===== src/lc3b_pkg.sv =====
package lc3b_pkg;

	localparam int word_width  = 16;
	localparam int reg_count   = 8;
	localparam int flush_depth = 4;  // IF/ID, ID/EX, EX/MEM, MEM/WB

	typedef logic [word_width-1:0] lc3b_word;
	typedef logic [2:0] lc3b_reg;
	typedef logic [2:0] lc3b_nzp;  // n, z, p

	localparam lc3b_word nop_word = '0;  // BR with no condition bits

	// lc3b encodings, only the subset this core runs
	typedef enum logic [3:0] {
		op_br  = 4'b0000,
		op_add = 4'b0001,
		op_and = 4'b0101,
		op_ldr = 4'b0110,
		op_str = 4'b0111,
		op_not = 4'b1001,
		op_lea = 4'b1110
	} lc3b_opcode;

	typedef enum logic [1:0] {
		alu_add,
		alu_and,
		alu_not,
		alu_pass  // b straight through
	} lc3b_aluop;

	// register form of ADD / AND
	typedef struct packed {
		lc3b_opcode opcode;
		lc3b_reg    dest;
		lc3b_reg    sr1;
		logic       imm_flag;
		logic [1:0] unused;
		lc3b_reg    sr2;
	} lc3b_instr_rr;

	// immediate form, same word
	typedef struct packed {
		lc3b_opcode opcode;
		lc3b_reg    dest;
		lc3b_reg    sr1;
		logic       imm_flag;
		logic [4:0] imm5;
	} lc3b_instr_imm;

	typedef union packed {
		lc3b_instr_rr  rr;
		lc3b_instr_imm ri;
	} lc3b_instr;

endpackage


===== src/fetch_stage.sv =====
`timescale 1ns/1ps

module fetch_stage
(
	input  logic               clk,
	input  logic               reset,
	input  logic               stall,
	input  logic               branch_taken,
	input  lc3b_pkg::lc3b_word branch_target,
	input  lc3b_pkg::lc3b_word I_mem_rdata,
	input  logic               I_mem_resp,
	output lc3b_pkg::lc3b_word I_mem_address,
	output logic               I_mem_read,
	output lc3b_pkg::lc3b_word pc_id,
	output lc3b_pkg::lc3b_instr ir_id,
	output logic               valid_id
);
	import lc3b_pkg::*;

	lc3b_word pc;         // address of the word being fetched
	lc3b_word pc_plus2;
	lc3b_word held_word;  // response parked while the rest of the pipe waits
	lc3b_word fetched;
	logic     word_held;
	logic     have_word;

	assign pc_plus2      = pc + 16'd2;
	assign I_mem_address = pc;  // stable while stalled, pc only moves on advance
	assign have_word     = I_mem_resp | word_held;
	assign fetched       = word_held ? held_word : I_mem_rdata;

	always_ff @(posedge clk or posedge reset)
	begin
		if (reset)
		begin
			pc         <= '0;
			I_mem_read <= 1'b0;
			word_held  <= 1'b0;
			valid_id   <= 1'b0;
		end
		else if (stall)
		begin
			// only a data wait can stall us here with a response in hand
			if (I_mem_resp)
			begin
				word_held  <= 1'b1;
				I_mem_read <= 1'b0;  // request done, don't ask again
			end
		end
		else
		begin
			I_mem_read <= 1'b1;  // next request starts right away
			word_held  <= 1'b0;
			if (branch_taken)
			begin
				pc       <= branch_target;
				valid_id <= 1'b0;  // in-flight word belongs to the wrong path
			end
			else if (have_word)
			begin
				pc       <= pc_plus2;
				valid_id <= 1'b1;
			end
			else
				valid_id <= 1'b0;  // first cycle out of reset, nothing fetched yet
		end
	end

	always_ff @(posedge clk)
	begin
		if (I_mem_resp)
			held_word <= I_mem_rdata;
		if (!stall)
		begin
			pc_id <= pc_plus2;  // lc3b pc-relative math uses pc+2
			ir_id <= (branch_taken | ~have_word) ? nop_word : fetched;
		end
	end

endmodule


===== src/decode_stage.sv =====
`timescale 1ns/1ps

module decode_stage
(
	input  logic                 clk,
	input  logic                 reset,
	input  logic                 stall,
	input  logic                 flush,
	input  lc3b_pkg::lc3b_word   pc_id,
	input  lc3b_pkg::lc3b_instr  ir_id,
	input  logic                 valid_id,
	input  logic                 reg_write,
	input  lc3b_pkg::lc3b_reg    reg_dest,
	input  lc3b_pkg::lc3b_word   reg_data,
	output lc3b_pkg::lc3b_word   sr1_ex,
	output lc3b_pkg::lc3b_word   sr2_ex,
	output lc3b_pkg::lc3b_word   imm_ex,
	output lc3b_pkg::lc3b_word   pc_ex,
	output lc3b_pkg::lc3b_aluop  aluop_ex,
	output logic [1:0]           mux1_sel_ex,
	output logic [1:0]           mux2_sel_ex,
	output lc3b_pkg::lc3b_opcode opcode_ex,
	output lc3b_pkg::lc3b_reg    dest_ex,
	output lc3b_pkg::lc3b_nzp    nzp_ex,
	output logic                 valid_ex
);
	import lc3b_pkg::*;

	lc3b_word   regfile [reg_count];
	lc3b_reg    sr2_idx;
	lc3b_word   imm;
	lc3b_aluop  aluop;
	logic [1:0] mux1_sel;  // 0 sr1, 1 pc
	logic [1:0] mux2_sel;  // 0 sr2, 1 imm
	logic       supported;

	// written by writeback, old value seen on a same-cycle read
	always_ff @(posedge clk)
	begin
		if (reg_write)
			regfile[reg_dest] <= reg_data;
	end

	always_comb
	begin
		aluop     = alu_pass;
		mux1_sel  = 2'd0;
		mux2_sel  = 2'd0;
		imm       = '0;
		sr2_idx   = ir_id.rr.sr2;
		supported = 1'b1;
		case (ir_id.rr.opcode)
			op_add, op_and:
			begin
				aluop = (ir_id.rr.opcode == op_add) ? alu_add : alu_and;
				if (ir_id.rr.imm_flag)  // immediate view of the word
				begin
					mux2_sel = 2'd1;
					imm      = {{11{ir_id.ri.imm5[4]}}, ir_id.ri.imm5};
				end
			end
			op_not:
				aluop = alu_not;
			op_ldr, op_str:
			begin
				aluop    = alu_add;  // base + offset6*2
				mux2_sel = 2'd1;
				imm      = {{9{ir_id[5]}}, ir_id[5:0], 1'b0};
				sr2_idx  = ir_id.rr.dest;  // STR source sits in the dest field
			end
			op_br, op_lea:
			begin
				aluop    = alu_add;  // pc + offset9*2
				mux1_sel = 2'd1;
				mux2_sel = 2'd1;
				imm      = {{6{ir_id[8]}}, ir_id[8:0], 1'b0};
			end
			default:
				supported = 1'b0;  // everything else is a bubble
		endcase
	end

	always_ff @(posedge clk or posedge reset)
	begin
		if (reset)
			valid_ex <= 1'b0;
		else if (!stall)
			valid_ex <= valid_id & supported & ~flush;
	end

	always_ff @(posedge clk)
	begin
		if (!stall)
		begin
			sr1_ex      <= regfile[ir_id.rr.sr1];
			sr2_ex      <= regfile[sr2_idx];
			imm_ex      <= imm;
			pc_ex       <= pc_id;
			aluop_ex    <= aluop;
			mux1_sel_ex <= mux1_sel;
			mux2_sel_ex <= mux2_sel;
			opcode_ex   <= ir_id.rr.opcode;
			dest_ex     <= ir_id.rr.dest;
			nzp_ex      <= ir_id[11:9];  // BR condition bits
		end
	end

endmodule


===== src/execute_stage.sv =====
`timescale 1ns/1ps

module execute_stage
(
	input  logic                 clk,
	input  logic                 reset,
	input  logic                 stall,
	input  logic                 flush,
	input  lc3b_pkg::lc3b_word   sr1_ex,
	input  lc3b_pkg::lc3b_word   sr2_ex,
	input  lc3b_pkg::lc3b_word   imm_ex,
	input  lc3b_pkg::lc3b_word   pc_ex,
	input  lc3b_pkg::lc3b_aluop  aluop_ex,
	input  logic [1:0]           mux1_sel_ex,
	input  logic [1:0]           mux2_sel_ex,
	input  lc3b_pkg::lc3b_opcode opcode_ex,
	input  lc3b_pkg::lc3b_reg    dest_ex,
	input  lc3b_pkg::lc3b_nzp    nzp_ex,
	input  logic                 valid_ex,
	output lc3b_pkg::lc3b_word   alu_out_mem,
	output lc3b_pkg::lc3b_word   sr2_mem,
	output lc3b_pkg::lc3b_opcode opcode_mem,
	output lc3b_pkg::lc3b_reg    dest_mem,
	output lc3b_pkg::lc3b_nzp    nzp_mem,
	output logic                 valid_mem
);
	import lc3b_pkg::*;

	lc3b_word alu_a;
	lc3b_word alu_b;
	lc3b_word alu_out;

	assign alu_a = (mux1_sel_ex == 2'd1) ? pc_ex : sr1_ex;   // pc for BR / LEA
	assign alu_b = (mux2_sel_ex == 2'd1) ? imm_ex : sr2_ex;  // offset or imm5

	always_comb
	begin
		case (aluop_ex)
			alu_add:  alu_out = alu_a + alu_b;
			alu_and:  alu_out = alu_a & alu_b;
			alu_not:  alu_out = ~alu_a;
			alu_pass: alu_out = alu_b;
		endcase
	end

	always_ff @(posedge clk or posedge reset)
	begin
		if (reset)
			valid_mem <= 1'b0;
		else if (!stall)
			valid_mem <= valid_ex & ~flush;
	end

	always_ff @(posedge clk)
	begin
		if (!stall)
		begin
			alu_out_mem <= alu_out;
			sr2_mem     <= sr2_ex;  // store data for STR
			opcode_mem  <= opcode_ex;
			dest_mem    <= dest_ex;
			nzp_mem     <= nzp_ex;
		end
	end

endmodule


===== src/mem_stage.sv =====
`timescale 1ns/1ps

module mem_stage
(
	input  logic                 clk,
	input  logic                 reset,
	input  logic                 stall,
	input  logic                 flush,
	input  lc3b_pkg::lc3b_word   alu_out_mem,
	input  lc3b_pkg::lc3b_word   sr2_mem,
	input  lc3b_pkg::lc3b_opcode opcode_mem,
	input  lc3b_pkg::lc3b_reg    dest_mem,
	input  lc3b_pkg::lc3b_nzp    nzp_mem,
	input  logic                 valid_mem,
	input  lc3b_pkg::lc3b_word   D_mem_rdata,
	input  logic                 D_mem_resp,
	output lc3b_pkg::lc3b_word   D_mem_address,
	output lc3b_pkg::lc3b_word   D_mem_wdata,
	output logic                 D_mem_read,
	output logic                 D_mem_write,
	output logic                 data_stall,
	output lc3b_pkg::lc3b_word   result_wb,
	output lc3b_pkg::lc3b_opcode opcode_wb,
	output lc3b_pkg::lc3b_reg    dest_wb,
	output lc3b_pkg::lc3b_nzp    nzp_wb,
	output logic                 valid_wb
);
	import lc3b_pkg::*;

	logic     is_load;
	logic     is_store;
	logic     done;       // access answered, waiting on fetch
	lc3b_word load_buf;
	lc3b_word load_data;

	// a slot behind a taken branch never touches memory
	assign is_load  = valid_mem & ~flush & (opcode_mem == op_ldr);
	assign is_store = valid_mem & ~flush & (opcode_mem == op_str);

	assign D_mem_read    = is_load & ~done;
	assign D_mem_write   = is_store & ~done;
	assign D_mem_address = alu_out_mem;
	assign D_mem_wdata   = sr2_mem;
	assign data_stall    = (D_mem_read | D_mem_write) & ~D_mem_resp;
	assign load_data     = done ? load_buf : D_mem_rdata;

	always_ff @(posedge clk or posedge reset)
	begin
		if (reset)
		begin
			done     <= 1'b0;
			valid_wb <= 1'b0;
		end
		else if (stall)
		begin
			if (D_mem_resp)
				done <= 1'b1;  // drop the level, keep the data
		end
		else
		begin
			done     <= 1'b0;
			valid_wb <= valid_mem & ~flush;
		end
	end

	always_ff @(posedge clk)
	begin
		if (D_mem_resp)
			load_buf <= D_mem_rdata;
		if (!stall)
		begin
			result_wb <= (opcode_mem == op_ldr) ? load_data : alu_out_mem;
			opcode_wb <= opcode_mem;
			dest_wb   <= dest_mem;
			nzp_wb    <= nzp_mem;
		end
	end

endmodule


===== src/writeback_stage.sv =====
`timescale 1ns/1ps

module writeback_stage
(
	input  logic                 clk,
	input  logic                 reset,
	input  lc3b_pkg::lc3b_word   result_wb,
	input  lc3b_pkg::lc3b_opcode opcode_wb,
	input  lc3b_pkg::lc3b_reg    dest_wb,
	input  lc3b_pkg::lc3b_nzp    nzp_wb,
	input  logic                 valid_wb,
	output logic                 reg_write,
	output lc3b_pkg::lc3b_reg    reg_dest,
	output lc3b_pkg::lc3b_word   reg_data,
	output logic                 branch_taken,
	output lc3b_pkg::lc3b_word   branch_target
);
	import lc3b_pkg::*;

	lc3b_nzp cc;
	lc3b_nzp gencc;
	logic    writes_reg;

	always_comb
	begin
		case (opcode_wb)
			op_add, op_and, op_not, op_ldr, op_lea: writes_reg = 1'b1;
			default:                                writes_reg = 1'b0;
		endcase
	end

	assign reg_write = valid_wb & writes_reg;
	assign reg_dest  = dest_wb;
	assign reg_data  = result_wb;

	// sign and zero of the value going into the register file
	assign gencc = result_wb[word_width-1] ? 3'b100 :
	               (result_wb == '0)       ? 3'b010 : 3'b001;

	always_ff @(posedge clk or posedge reset)
	begin
		if (reset)
			cc <= '0;  // no BR taken until something sets cc
		else if (reg_write)
			cc <= gencc;  // LEA updates cc too
	end

	// BR target already computed by the ALU as pc + offset9*2
	assign branch_taken  = valid_wb & (opcode_wb == op_br) & (|(nzp_wb & cc));
	assign branch_target = result_wb;

endmodule


===== src/datapath.sv =====
`timescale 1ns/1ps

module datapath
(
	input  logic               clk,
	input  logic               reset,

	// data memory
	output lc3b_pkg::lc3b_word D_mem_address,
	input  logic               D_mem_resp,
	output logic               D_mem_read,
	input  lc3b_pkg::lc3b_word D_mem_rdata,
	output logic               D_mem_write,
	output lc3b_pkg::lc3b_word D_mem_wdata,

	// instruction memory
	output lc3b_pkg::lc3b_word I_mem_address,
	input  logic               I_mem_resp,
	output logic               I_mem_read,
	input  lc3b_pkg::lc3b_word I_mem_rdata
);
	import lc3b_pkg::*;

	logic       stall;
	logic       data_stall;
	logic       branch_taken;
	lc3b_word   branch_target;
	logic [flush_depth-1:0] flush_slot;  // one per younger pipeline register

	// IF/ID
	lc3b_word   pc_id;
	lc3b_instr  ir_id;
	logic       valid_id;

	// ID/EX
	lc3b_word   sr1_ex;
	lc3b_word   sr2_ex;
	lc3b_word   imm_ex;
	lc3b_word   pc_ex;
	lc3b_aluop  aluop_ex;
	logic [1:0] mux1_sel_ex;
	logic [1:0] mux2_sel_ex;
	lc3b_opcode opcode_ex;
	lc3b_reg    dest_ex;
	lc3b_nzp    nzp_ex;
	logic       valid_ex;

	// EX/MEM
	lc3b_word   alu_out_mem;
	lc3b_word   sr2_mem;
	lc3b_opcode opcode_mem;
	lc3b_reg    dest_mem;
	lc3b_nzp    nzp_mem;
	logic       valid_mem;

	// MEM/WB
	lc3b_word   result_wb;
	lc3b_opcode opcode_wb;
	lc3b_reg    dest_wb;
	lc3b_nzp    nzp_wb;
	logic       valid_wb;

	// register file write port
	logic       reg_write;
	lc3b_reg    reg_dest;
	lc3b_word   reg_data;

	// whole pipe holds on either memory wait, a strobe releases it at once
	assign stall      = (I_mem_read & ~I_mem_resp) | data_stall;
	assign flush_slot = {flush_depth{branch_taken}};

	fetch_stage fetch
	(
		.clk,
		.reset,
		.stall,
		.branch_taken  (flush_slot[0]),
		.branch_target,
		.I_mem_rdata,
		.I_mem_resp,
		.I_mem_address,
		.I_mem_read,
		.pc_id,
		.ir_id,
		.valid_id
	);

	decode_stage decode
	(
		.clk,
		.reset,
		.stall,
		.flush (flush_slot[1]),
		.pc_id,
		.ir_id,
		.valid_id,
		.reg_write,
		.reg_dest,
		.reg_data,
		.sr1_ex,
		.sr2_ex,
		.imm_ex,
		.pc_ex,
		.aluop_ex,
		.mux1_sel_ex,
		.mux2_sel_ex,
		.opcode_ex,
		.dest_ex,
		.nzp_ex,
		.valid_ex
	);

	execute_stage execute
	(
		.clk,
		.reset,
		.stall,
		.flush (flush_slot[2]),
		.sr1_ex,
		.sr2_ex,
		.imm_ex,
		.pc_ex,
		.aluop_ex,
		.mux1_sel_ex,
		.mux2_sel_ex,
		.opcode_ex,
		.dest_ex,
		.nzp_ex,
		.valid_ex,
		.alu_out_mem,
		.sr2_mem,
		.opcode_mem,
		.dest_mem,
		.nzp_mem,
		.valid_mem
	);

	mem_stage mem
	(
		.clk,
		.reset,
		.stall,
		.flush (flush_slot[3]),
		.alu_out_mem,
		.sr2_mem,
		.opcode_mem,
		.dest_mem,
		.nzp_mem,
		.valid_mem,
		.D_mem_rdata,
		.D_mem_resp,
		.D_mem_address,
		.D_mem_wdata,
		.D_mem_read,
		.D_mem_write,
		.data_stall,
		.result_wb,
		.opcode_wb,
		.dest_wb,
		.nzp_wb,
		.valid_wb
	);

	writeback_stage writeback
	(
		.clk,
		.reset,
		.result_wb,
		.opcode_wb,
		.dest_wb,
		.nzp_wb,
		.valid_wb,
		.reg_write,
		.reg_dest,
		.reg_data,
		.branch_taken,
		.branch_target
	);

endmodule


===== config.mk =====
export PLATFORM = sky130hd
export DESIGN_NAME = datapath
export DESIGN_NICKNAME = d
export VERILOG_FILES = /design/src/lc3b_pkg.sv /design/src/fetch_stage.sv /design/src/decode_stage.sv /design/src/execute_stage.sv /design/src/mem_stage.sv /design/src/writeback_stage.sv /design/src/datapath.sv
export SDC_FILE = /design/constraint.sdc
export NUM_CORES = 1
export LEC_CHECK = 0
export BUFFER_PORTS_ARGS = -buffer_cell sky130_fd_sc_hd__buf_4
export CAP_MARGIN = 10
export CORE_ASPECT_RATIO = 1.25
export CORE_MARGIN = 2
export CORE_UTILIZATION = 64
export DETAILED_ROUTE_END_ITERATION = 12
export PLACE_DENSITY = 0.95
export SYNTH_ARGS = -nofsm -noshare
export SYNTH_HDL_FRONTEND = slang
export SYNTH_SLANG_ARGS = --single-unit

===== constraint.sdc =====
create_clock -name clk -period 9.8 [get_ports clk]
set_input_delay 0.98 -clock clk [delete_from_list [all_inputs] [get_ports clk]]
set_output_delay 0.98 -clock clk [all_outputs]
set_load 0.01 [all_outputs]

==> impl_metrics.toml, run 1 <==
[global_routing]
use_met1_pct = 35.92
grt_pass1_vias = 9562
top_usage_layer = "met2"
gr-usage-met3_pct = 5.048
grt_max_degree = 90
globalRouteMet2Util_pct = 51.01
antenna_found_initial = 0
grt_pass1_wl_um = 55480
gr-usage-all-layers_pct = 29.60
gr-total-overflow = 0

[timing]
max_freq_mhz = 225.6
rsz0062_at_grt = "false"
tns_ns = 0
worst_slew_margin_rel_pct = 14.10
drv_slew = 0
worstMarginPinSlew_ns = 1.287
finalCritPeriodShare_pct = 45.23
fin_crit_ns = 4.433
skew_ns = 0.02050
worst_slack_ns = 5.367
setup_violations = 0
hold_viol_final = 0

[hold_path]
holdCritStartpoint = "execute.dest_mem[1]"
hold_depth = 0
hold-path-endpoint = "mem.dest_wb[1]"
hold_class = "flip-flop to flip-flop"

[synthesis]
yosysSeqAreaShare_pct = 66.11
ys_types = 69
ys_ff_latch = 349
synth_top_area_share_pct = 61.95
syn_area_per_cell_um2 = 16.27
synth.net_count = 1016
async_flop_share_pct = 7.450
synth-edff-count = 323
yosys.area.top_type = "edfxtp_1"
synthFlopType = "edfxtp_1"
syn_inst = 962
ys_top_cells_by_count = "323 x edfxtp_1, 65 x nor2_1, 56 x mux2_2, 54 x mux2i_1"
yosysMostFrequentCell = "edfxtp_1"
synth.area.top_cells = "edfxtp_1 62%, mux4_2 6.8%, dfrtp_1 4.2%"
ys_warn_count = 0
synthesis.area_um2 = 15660

[clocking]
cts.repair.resized = 0
worstSkewPairLatency_ns = 0.57
cts_tree = "done"
post_cts_buffers = 0
clock_path_buffers = 3
clkTransAtPathRegs_ns = 0.07
cts-root-buf = "clkbuf_16"
cts_sinks = 349
cts_made_buffers = 31
htreeDepth = 1
holdBufCountCts = 0

[critical_path]
cp-start-kind = "flip-flop"
cp-end-kind = "primary output"
reg2reg_from = "mem.opcode_wb[1]"
critical_path_class = "flip-flop to primary output"
r2r_end = "execute.sr2_mem[11]"
r2r_setup_slack_ns = 5.76
worst-endpoint-arrival_ns = 3.45
r2r_cells = 5
required_ns = 8.82
worst-path-max-fanout = 27

[placement]
dp_hpwl_um = 23140
place_congestion = 0.8852
placed_cell_area_um2 = 16670
pre_cts_ws_ns = 5.832
port-buffer-count = 86

[drt]
routedWlPerCell_um = 26.58
first_pass_iters = 7
routed_wl_um = 37290
postRouteAntennaNets = 0
drc = 0
vias = 9471
drtIter0Drc = 1181
viasPerCell = 6.751

[final_layout]
syn_to_final_growth_pct = 13.59
n_fill_cell = 1349
final_cell_area_um2 = 17780
multi_input_area_um2 = 5081
seq_area_um2 = 10350
final_nets = 1103
final_layout_size_suffix_gt1_share_pct = 25.44
diodes = 0

[power_and_ir_drop]
ir_drop_v = 0.0001771
power.density_nw_per_um2 = 217.6
power_leakage_nw = 6.429

[outcome]
status = "completed"

[floorplanning]
ios = 87
die_y_um = 178.9
start_util_pct = 64.53
die-area_um2 = 25740
dieWidth_um = 143.9
core_um2 = 24260
rows = 64

[job]
maxCapViolCount = 0
[logic make-up after synthesis]
logic type      after synthesis  synth area share, %
xor+xnor                     21                1.175
flops                       349                66.11
mux                         179                17.83
fa+ha+maj                    18                1.486
buf+inv                      68                1.958
simple gates                187                5.738
compound gates              140                5.706
[routing by layer]
metal	up-vias	part of all wire, %
met5	-	0
met4	0	5.7
met3	154	9.0
met2	644	52
met1	4657	33
li1	4016	-
[power breakdown]
part           total (W)  leakage, nW  switching, W  internal [W]
Clock            0.00131        0.529      0.000523      0.000790
Combinational   0.000601         2.52      0.000320      0.000281
Sequential       0.00196         3.38      0.000150       0.00181
[final cells by class]
cell class	count	share of cell area, %
sequential	349	58.20
multi-input combinational	545	28.57
clock buffer	38	4.510
timing repair buffer	99	4.221
tap	330	2.322
clock inverter	19	1.660
inverter	23	0.5136
[worst max-delay path by stage]
stage,start,endpoint,slack (ns)
floorplan,mem.opcode_wb[1],decode.aluop_ex[0],4.75
global placement,mem.opcode_wb[1],execute.sr2_mem[12],6.05
detailed placement,mem.opcode_wb[1],execute.sr2_mem[9],5.83
CTS,mem.dest_wb[2],D_mem_read,5.44
global route,mem.dest_wb[2],D_mem_write,5.27
finish,mem.dest_wb[2],D_mem_read,5.37
[cell usage in the layout, fill, tap and decap left out, types with 9 or more instances in the layout]
master,n
nor2_1,63
edfxtp_1,323
xnor2_1,15
a21oi_1,47
nand3_1,14
ha_1,17
dfrtp_1,26
a21o_1,9
mux2_2,56
mux4_2,47
nand2_1,46
o21ai_0,30
mux4_1,20
clkbuf_16,31
buf_4,98
inv_1,20
mux2i_1,53
[worst max-delay path: stages (launching register included)]
cell	delay [ns]
edfxtp_1	0.57
a222oi_1	0.70
or3_1	0.99
nand2_1	0.23
nor4_1	0.22
buf_4	0.17
[per-stage QoR]
step                      cells  total power (W)  hold WS (ns)  util [%]
after floorplan             962         0.002320        0.4003         -
after global placement     1345         0.002516        0.4027     68.71
after detailed placement   1345         0.002554        0.4045     68.71
after CTS                  1402         0.003863        0.4151     73.23
after global routing       1403         0.003984        0.4267     73.29
final                      1403         0.003869        0.4151     73.29
[state kept, by name (all words and copies together), names as in the netlist, 3 cells and up]
register             count
execute.sr2_mem         16
execute.opcode_mem       4
fetch.held_word         16
fetch.ir_id             16
execute.alu_out_mem     16
decode.sr2_ex           16
writeback.cc             3
decode.dest_ex           3
fetch.pc_id             16
execute.dest_mem         3
decode.opcode_ex         4
mem.load_buf            16
decode.regfile         128
decode.sr1_ex           16
fetch.I_mem_address     16
mem.result_wb           16
mem.opcode_wb            4
decode.imm_ex           10
decode.pc_ex            16
mem.dest_wb              3
Note: power is estimated with default switching activity, not from simulation.
==> run 2: changes to the inputs <==
--- a/config.mk
+++ b/config.mk
@@ -9,9 +9,9 @@
 export CAP_MARGIN = 10
 export CORE_ASPECT_RATIO = 1.25
 export CORE_MARGIN = 2
-export CORE_UTILIZATION = 64
+export CORE_UTILIZATION = 55
 export DETAILED_ROUTE_END_ITERATION = 12
-export PLACE_DENSITY = 0.95
+export PLACE_DENSITY = 0.88
 export SYNTH_ARGS = -nofsm -noshare
 export SYNTH_HDL_FRONTEND = slang
 export SYNTH_SLANG_ARGS = --single-unit
==> constraint.sdc (replaced) <==
create_clock -name clk -period 3.8 [get_ports clk]
set_input_delay 0.38 -clock clk [delete_from_list [all_inputs] [get_ports clk]]
set_output_delay 0.38 -clock clk [all_outputs]
set_load 0.01 [all_outputs]
==> run 2 against run 1 <==
Net effect: the flow now finishes with violations (hold timing); first-iteration DRC count decreased by 38%; worst setup slack got worse by 4.8 ns; critical path depth increased by 4; clock skew increased by 0.00083 ns; count of clock-buffer cells in the layout increased by 2; die area increased by 16%; cell area increased by 1.0%; clock power increased to 2.6 times the previous value; register-to-register slack got worse by 5.2 ns; sequential cell count unchanged; non-clock buffer count increased by 12; sequential share of layout area decreased by 0.60 points.
==> impl_metrics.toml, run 2 (same netlist as run 1, synthesis figures left out) <==
[timing]
skew_ns = 0.02133
worstMarginPinSlew_ns = 1.190
hold_viol_final = 14
drv_slew = 0
setup_violations = 0
worst_slew_margin_rel_pct = 20.67
max_freq_mhz = 306.8
worst_slack_ns = 0.5409
fin_crit_ns = 3.259
rsz0062_at_grt = "false"
holdWs_ns = -0.02476
finalCritPeriodShare_pct = 85.77

[critical_path]
cp-end-kind = "flip-flop"
crit_family = "compound AO/OA/AOI/OAI gates"
r2r_cells = 9
reg2reg_from = "decode.mux2_sel_ex[0]"
cp-startpoint = "decode.mux2_sel_ex[0]"
cp-start-kind = "flip-flop"
worst-path-stages = 9
r2r_setup_slack_ns = 0.54
r2r_end = "execute.alu_out_mem[15]"
critical_path_class = "flip-flop to flip-flop"
crit_slowest_cell = "or3b_2"
cp_num_buf_inv = 1
worst-path-max-fanout = 15
required_ns = 4.05
worstSetupEndpoint = "execute.alu_out_mem[15]"
crit_chain = "buf_4, mux2_2, ha_1, o211ai_1, o21ai_0, o2111ai_1, a211oi_1, nor4b_1, or3b_2"
worst-endpoint-arrival_ns = 3.51
cpPeakStageDelay_ns = 0.47

[job]
maxCapViolCount = 0

[placement]
placed_cells = 1382
port-buffer-count = 86
pre_cts_ws_ns = 0.5987
dp_hpwl_um = 22940
place_congestion = 0.8644

[clocking]
cts_made_buffers = 35
holdBufCountCts = 0
clock_path_buffers = 3
cts-root-buf = "clkbuf_16"
clkTransAtPathRegs_ns = 0.06
cts_tree = "done"
htreeDepth = 2
worstSkewPairLatency_ns = 0.52
cts.repair.resized = 0
cts_sinks = 349
post_cts_buffers = 0

[floorplanning]
ios = 87
die-area_um2 = 29840
core_um2 = 28230
start_util_pct = 55.46
dieWidth_um = 154.9
rows = 69
die_y_um = 192.6

[drt]
routed_wl_um = 34680
viasPerCell = 6.353
first_pass_iters = 5
drtIter0Drc = 734
postRouteAntennaNets = 0
routedWlPerCell_um = 24.00
drc = 0
vias = 9180

[power_and_ir_drop]
pwr-share-comb_pct = 15.4
power_leakage_nw = 6.519
power.density_nw_per_um2 = 553.9
ir_drop_v = 0.0004156
p_seq_share_pct = 50.2
p_clk_share_pct = 34.4
p_int_w = 0.007412
power.switching_w = 0.002540
switching_share_pct = 25.53

[hold_path]
hold_class = "primary input to async pin"

[global_routing]
gr-total-overflow = 0
antenna_found_initial = 0
grt_pass1_vias = 9217
grt_max_degree = 92
grt_pass1_wl_um = 52560
gr-usage-all-layers_pct = 23.52

[final_layout]
final_layout_size_suffix_gt1_share_pct = 26.42
final_common_cell = "edfxtp_1"
final_cell_mix = "323 x edfxtp_1, 109 x buf_4, 64 x nor2_1"
largest_reg_flops = 128
diodes = 0
final_nets = 1119
final_cells = 1445
regMostFlops = "decode.regfile"
syn_to_final_growth_pct = 14.77

[outcome]
violations = "hold timing"
status = "finished, violations left"
## run 2: cell type report
| type | instances | area [µm²] |
|---|---|---|
| inverters | 23 | 90.09 |
| repair buffers | 111 | 853.3 |
| multi-input cells | 545 | 5089 |
| clock buffers | 40 | 925.9 |
| well taps | 355 | 444.2 |
| clock inverters | 22 | 216.5 |
| flip-flops and latches | 349 | 10350 |
| fillers | 1889 | 10260 |
## run 2: per-layer routing
| metal | GRT usage (%) | up-vias | part of all wire, % |
|---|---|---|---|
| met5 | 0 | - | 0 |
| met4 | 8.333 | 0 | 3.8 |
| met3 | 3.301 | 92 | 5.9 |
| met2 | 42.99 | 390 | 53 |
| met1 | 28.63 | 4660 | 37 |
| li1 | - | 4038 | - |
## run 2: worst reg2reg max path, stage by stage, from the launching register on
cell,delay (ns)
edfxtp_1,0.39
buf_4,0.25
mux2_2,0.37
ha_1,0.36
o211ai_1,0.10
o21ai_0,0.37
o2111ai_1,0.26
a211oi_1,0.33
nor4b_1,0.10
or3b_2,0.47
## run 2: metrics by stage
stage	power [W]	hold WS [ns]	cell area, µm²	util, %	TNS [ns]
CTS	0.009981	0.02938	17950	63.60	0
global placement	0.006498	0.4025	16810	59.55	0
global route	0.01030	0.02809	17970	63.65	0
floorplan	0.005981	0.4003	15670	-	-67.88
detailed placement	0.006576	0.4056	16810	59.55	0
finish	0.009952	-0.02476	17970	63.65	0
## run 2: worst min-delay path by stage
stage	from	depth (start not counted)	slack (ns)	to
after global placement	fetch.pc_id[0]	0	0.40	decode.pc_ex[0]
after floorplan	fetch.pc_id[0]	0	0.40	decode.pc_ex[0]
after detailed placement	fetch.pc_id[8]	0	0.41	decode.pc_ex[8]
after CTS	D_mem_rdata[2]	1	0.03	mem.load_buf[2]
after global routing	reset	2	0.03	fetch.I_mem_address[3]
final	reset	2	-0.02	fetch.I_mem_address[3]
## run 2: power by group through the flow
stage | Clock, W | Combinational [W] | Sequential, W
finish | 0.00343 | 0.00153 | 0.00500
global route | 0.00360 | 0.00166 | 0.00503
CTS | 0.00346 | 0.00152 | 0.00499
detailed placement | 0 | 0.00151 | 0.00507
global placement | 0 | 0.00145 | 0.00505
floorplan | 0 | 0.00103 | 0.00495
==> run 3: changes to the inputs <==
--- a/config.mk
+++ b/config.mk
@@ -9,9 +9,10 @@
 export CAP_MARGIN = 10
 export CORE_ASPECT_RATIO = 1.25
 export CORE_MARGIN = 2
-export CORE_UTILIZATION = 55
+export CORE_UTILIZATION = 57
+export CTS_BUF_LIST = sky130_fd_sc_hd__clkbuf_8
 export DETAILED_ROUTE_END_ITERATION = 12
-export PLACE_DENSITY = 0.88
+export PLACE_DENSITY = 0.9
 export SYNTH_ARGS = -nofsm -noshare
 export SYNTH_HDL_FRONTEND = slang
 export SYNTH_SLANG_ARGS = --single-unit
==> run 3 against run 2 <==
Net effect: the run now ends clean; sequential power hardly changed; cell count is 3.3% higher; critical path depth unchanged; maximum frequency down 7.0%; first-iteration DRC count rose by 34%; sequential share of layout area fell by 0.19 points; via count increased by 4.1%; cell area increased by 0.33%; die area down 3.4%; combinational power is 3% higher; count of clock-buffer cells in the layout is 15 higher; routed wire length grew 4.9%.
==> impl_metrics.toml, run 3 (same netlist as run 1, synthesis figures left out) <==
[outcome]
status = "completed"

[drt]
drtIter0Drc = 984
routed_wl_um = 36370
viasPerCell = 6.402
postRouteAntennaNets = 0
vias = 9558
routedWlPerCell_um = 24.36
first_pass_iters = 7
drc = 0

[global_routing]
grt_max_degree = 117
grt_pass1_wl_um = 55500
antenna_found_initial = 0
gr-total-overflow = 0
gr-usage-all-layers_pct = 25.12
grt_pass1_vias = 9791

[clocking]
cts_made_buffers = 52
worstSkewPairLatency_ns = 0.60
htreeDepth = 2
cts_sinks = 349
clkTransAtPathRegs_ns = 0.07
cts-root-buf = "clkbuf_8"
cts_tree = "done"
clock_path_buffers = 3
cts.repair.resized = 0

[placement]
place_congestion = 0.9033
dp_hpwl_um = 23220
port-buffer-count = 86
placed_cell_area_um2 = 16800

[critical_path]
reg2reg_from = "decode.mux2_sel_ex[0]"
worst-path-max-fanout = 15
cpPeakStageDelay_ns = 0.48
crit_chain = "buf_4, mux2_2, ha_1, o211ai_1, o21ai_0, o2111ai_1, a211oi_1, nor4b_1, or3b_2"
cp-end-kind = "flip-flop"
critical_path_class = "flip-flop to flip-flop"
cp-start-kind = "flip-flop"
r2r_cells = 9
worst-endpoint-arrival_ns = 3.81
r2r_setup_slack_ns = 0.29
r2r_end = "execute.alu_out_mem[15]"
crit_slowest_cell = "or3b_2"
required_ns = 4.11

[final_layout]
largest_reg_flops = 128
diodes = 0
final_nets = 1167
n_fill_cell = 1680
final_cell_area_um2 = 18030
final_cell_mix = "323 x edfxtp_1, 108 x buf_4, 64 x nor2_1"
final_layout_size_suffix_gt1_share_pct = 25.78
syn_to_final_growth_pct = 15.14
final_common_cell = "edfxtp_1"
regMostFlops = "decode.regfile"

[timing]
setup_violations = 0
holdWs_ns = 0.04903
tns_ns = 0
hold_viol_final = 0
skew_ns = 0.03436
fin_crit_ns = 3.505
finalCritPeriodShare_pct = 92.24
max_freq_mhz = 285.3
drv_slew = 0
worstMarginPinSlew_ns = 1.063
worst_slew_margin_rel_pct = 29.09
rsz0062_at_grt = "false"

[floorplanning]
core_um2 = 26910
die-area_um2 = 28820
start_util_pct = 58.18
die_y_um = 189.3
dieWidth_um = 152.2
ios = 87
rows = 67

[hold_path]
hold_class = "primary input to async pin"

[power_and_ir_drop]
power.density_nw_per_um2 = 514.9
ir_drop_v = 0.0003529
power_leakage_nw = 6.610

[job]
maxCapViolCount = 0
[run 3: changes by cell type in the layout (fill, tap and decap cells not counted)]
cell	change
inv_1	+18
clkinvlp_4	+1
buf_4	-1
clkbuf_8	+54
nor3_4	+1
clkinv_2	-4
clkinv_1	+3
bufinv_16	-4
clkbuf_1	-3
dlygate4sd3_1	+32
nor3_2	-1
clkbuf_16	-36
inv_6	-1
clkinv_8	-1
[run 3: layer usage]
metal / vias up / global-route usage, % / share of wire (%)
met3: 104 / 3.983 / 6.5
li1: 4127 / - / -
met1: 4836 / 29.72 / 36
met4: 0 / 9.957 / 4.0
met2: 491 / 46.07 / 54
met5: - / 0 / 0
[run 3: how the worst max path moves through the flow]
stage / endpoint / cells past startpoint / startpoint
6_report: execute.alu_out_mem[15] / 9 / decode.mux2_sel_ex[0]
5_1_grt: execute.alu_out_mem[15] / 10 / decode.mux1_sel_ex[0]
4_1_cts: execute.alu_out_mem[15] / 9 / decode.mux2_sel_ex[0]
3_5_place_dp: execute.alu_out_mem[15] / 9 / decode.mux2_sel_ex[0]
3_3_place_gp: execute.alu_out_mem[15] / 10 / decode.mux1_sel_ex[0]
2_1_floorplan: decode.aluop_ex[0] / 4 / mem.dest_wb[2]
[run 3: layout make-up]
class,instances,area [µm²],share of cell area (%)
multi-input cells,545,5095,28.26
well taps,345,431.7,2.395
repair buffers,142,1166,6.469
clock buffers,55,757.0,4.199
clock inverters,34,137.6,0.7635
flip-flops and latches,349,10350,57.41
inverters,23,90.09,0.4997
[run 3: power by group]
group / total, W / internal, W / switching (W)
Combinational: 0.00158 / 0.000751 / 0.000825
Clock: 0.00270 / 0.00132 / 0.00137
Sequential: 0.00501 / 0.00466 / 0.000353
Total: 0.00928 / 0.00673 / 0.00255
[run 3: critical path: cells and delay by family, from the launching register on]
kind | cells | cell delay (ns)
flip-flops | 1 | 0.42
AO/OA/AOI/OAI | 4 | 1.22
adder cells (fa/ha/maj) | 1 | 0.37
buffers and inverters | 1 | 0.25
AND/OR/NAND/NOR | 2 | 0.57
multiplexers | 1 | 0.39
[run 3: repair_timing]
action | 4_1_cts | 5_1_grt
buffers inserted | 0 | 0
hold endpoints to repair | 32 | 0
hold buffers | 32 | 0
[run 3: through the flow]
step / utilization [%] / total power, W / instances / worst slack (ns)
floorplan: - / 0.005981 / 962 / -0.4163
global placement: 62.42 / 0.006490 / 1371 / 0.6050
detailed placement: 62.42 / 0.006583 / 1371 / 0.4369
CTS: 66.94 / 0.009253 / 1492 / 0.3931
global route: 66.99 / 0.009586 / 1493 / 0.1758
finish: 66.99 / 0.009283 / 1493 / 0.2948
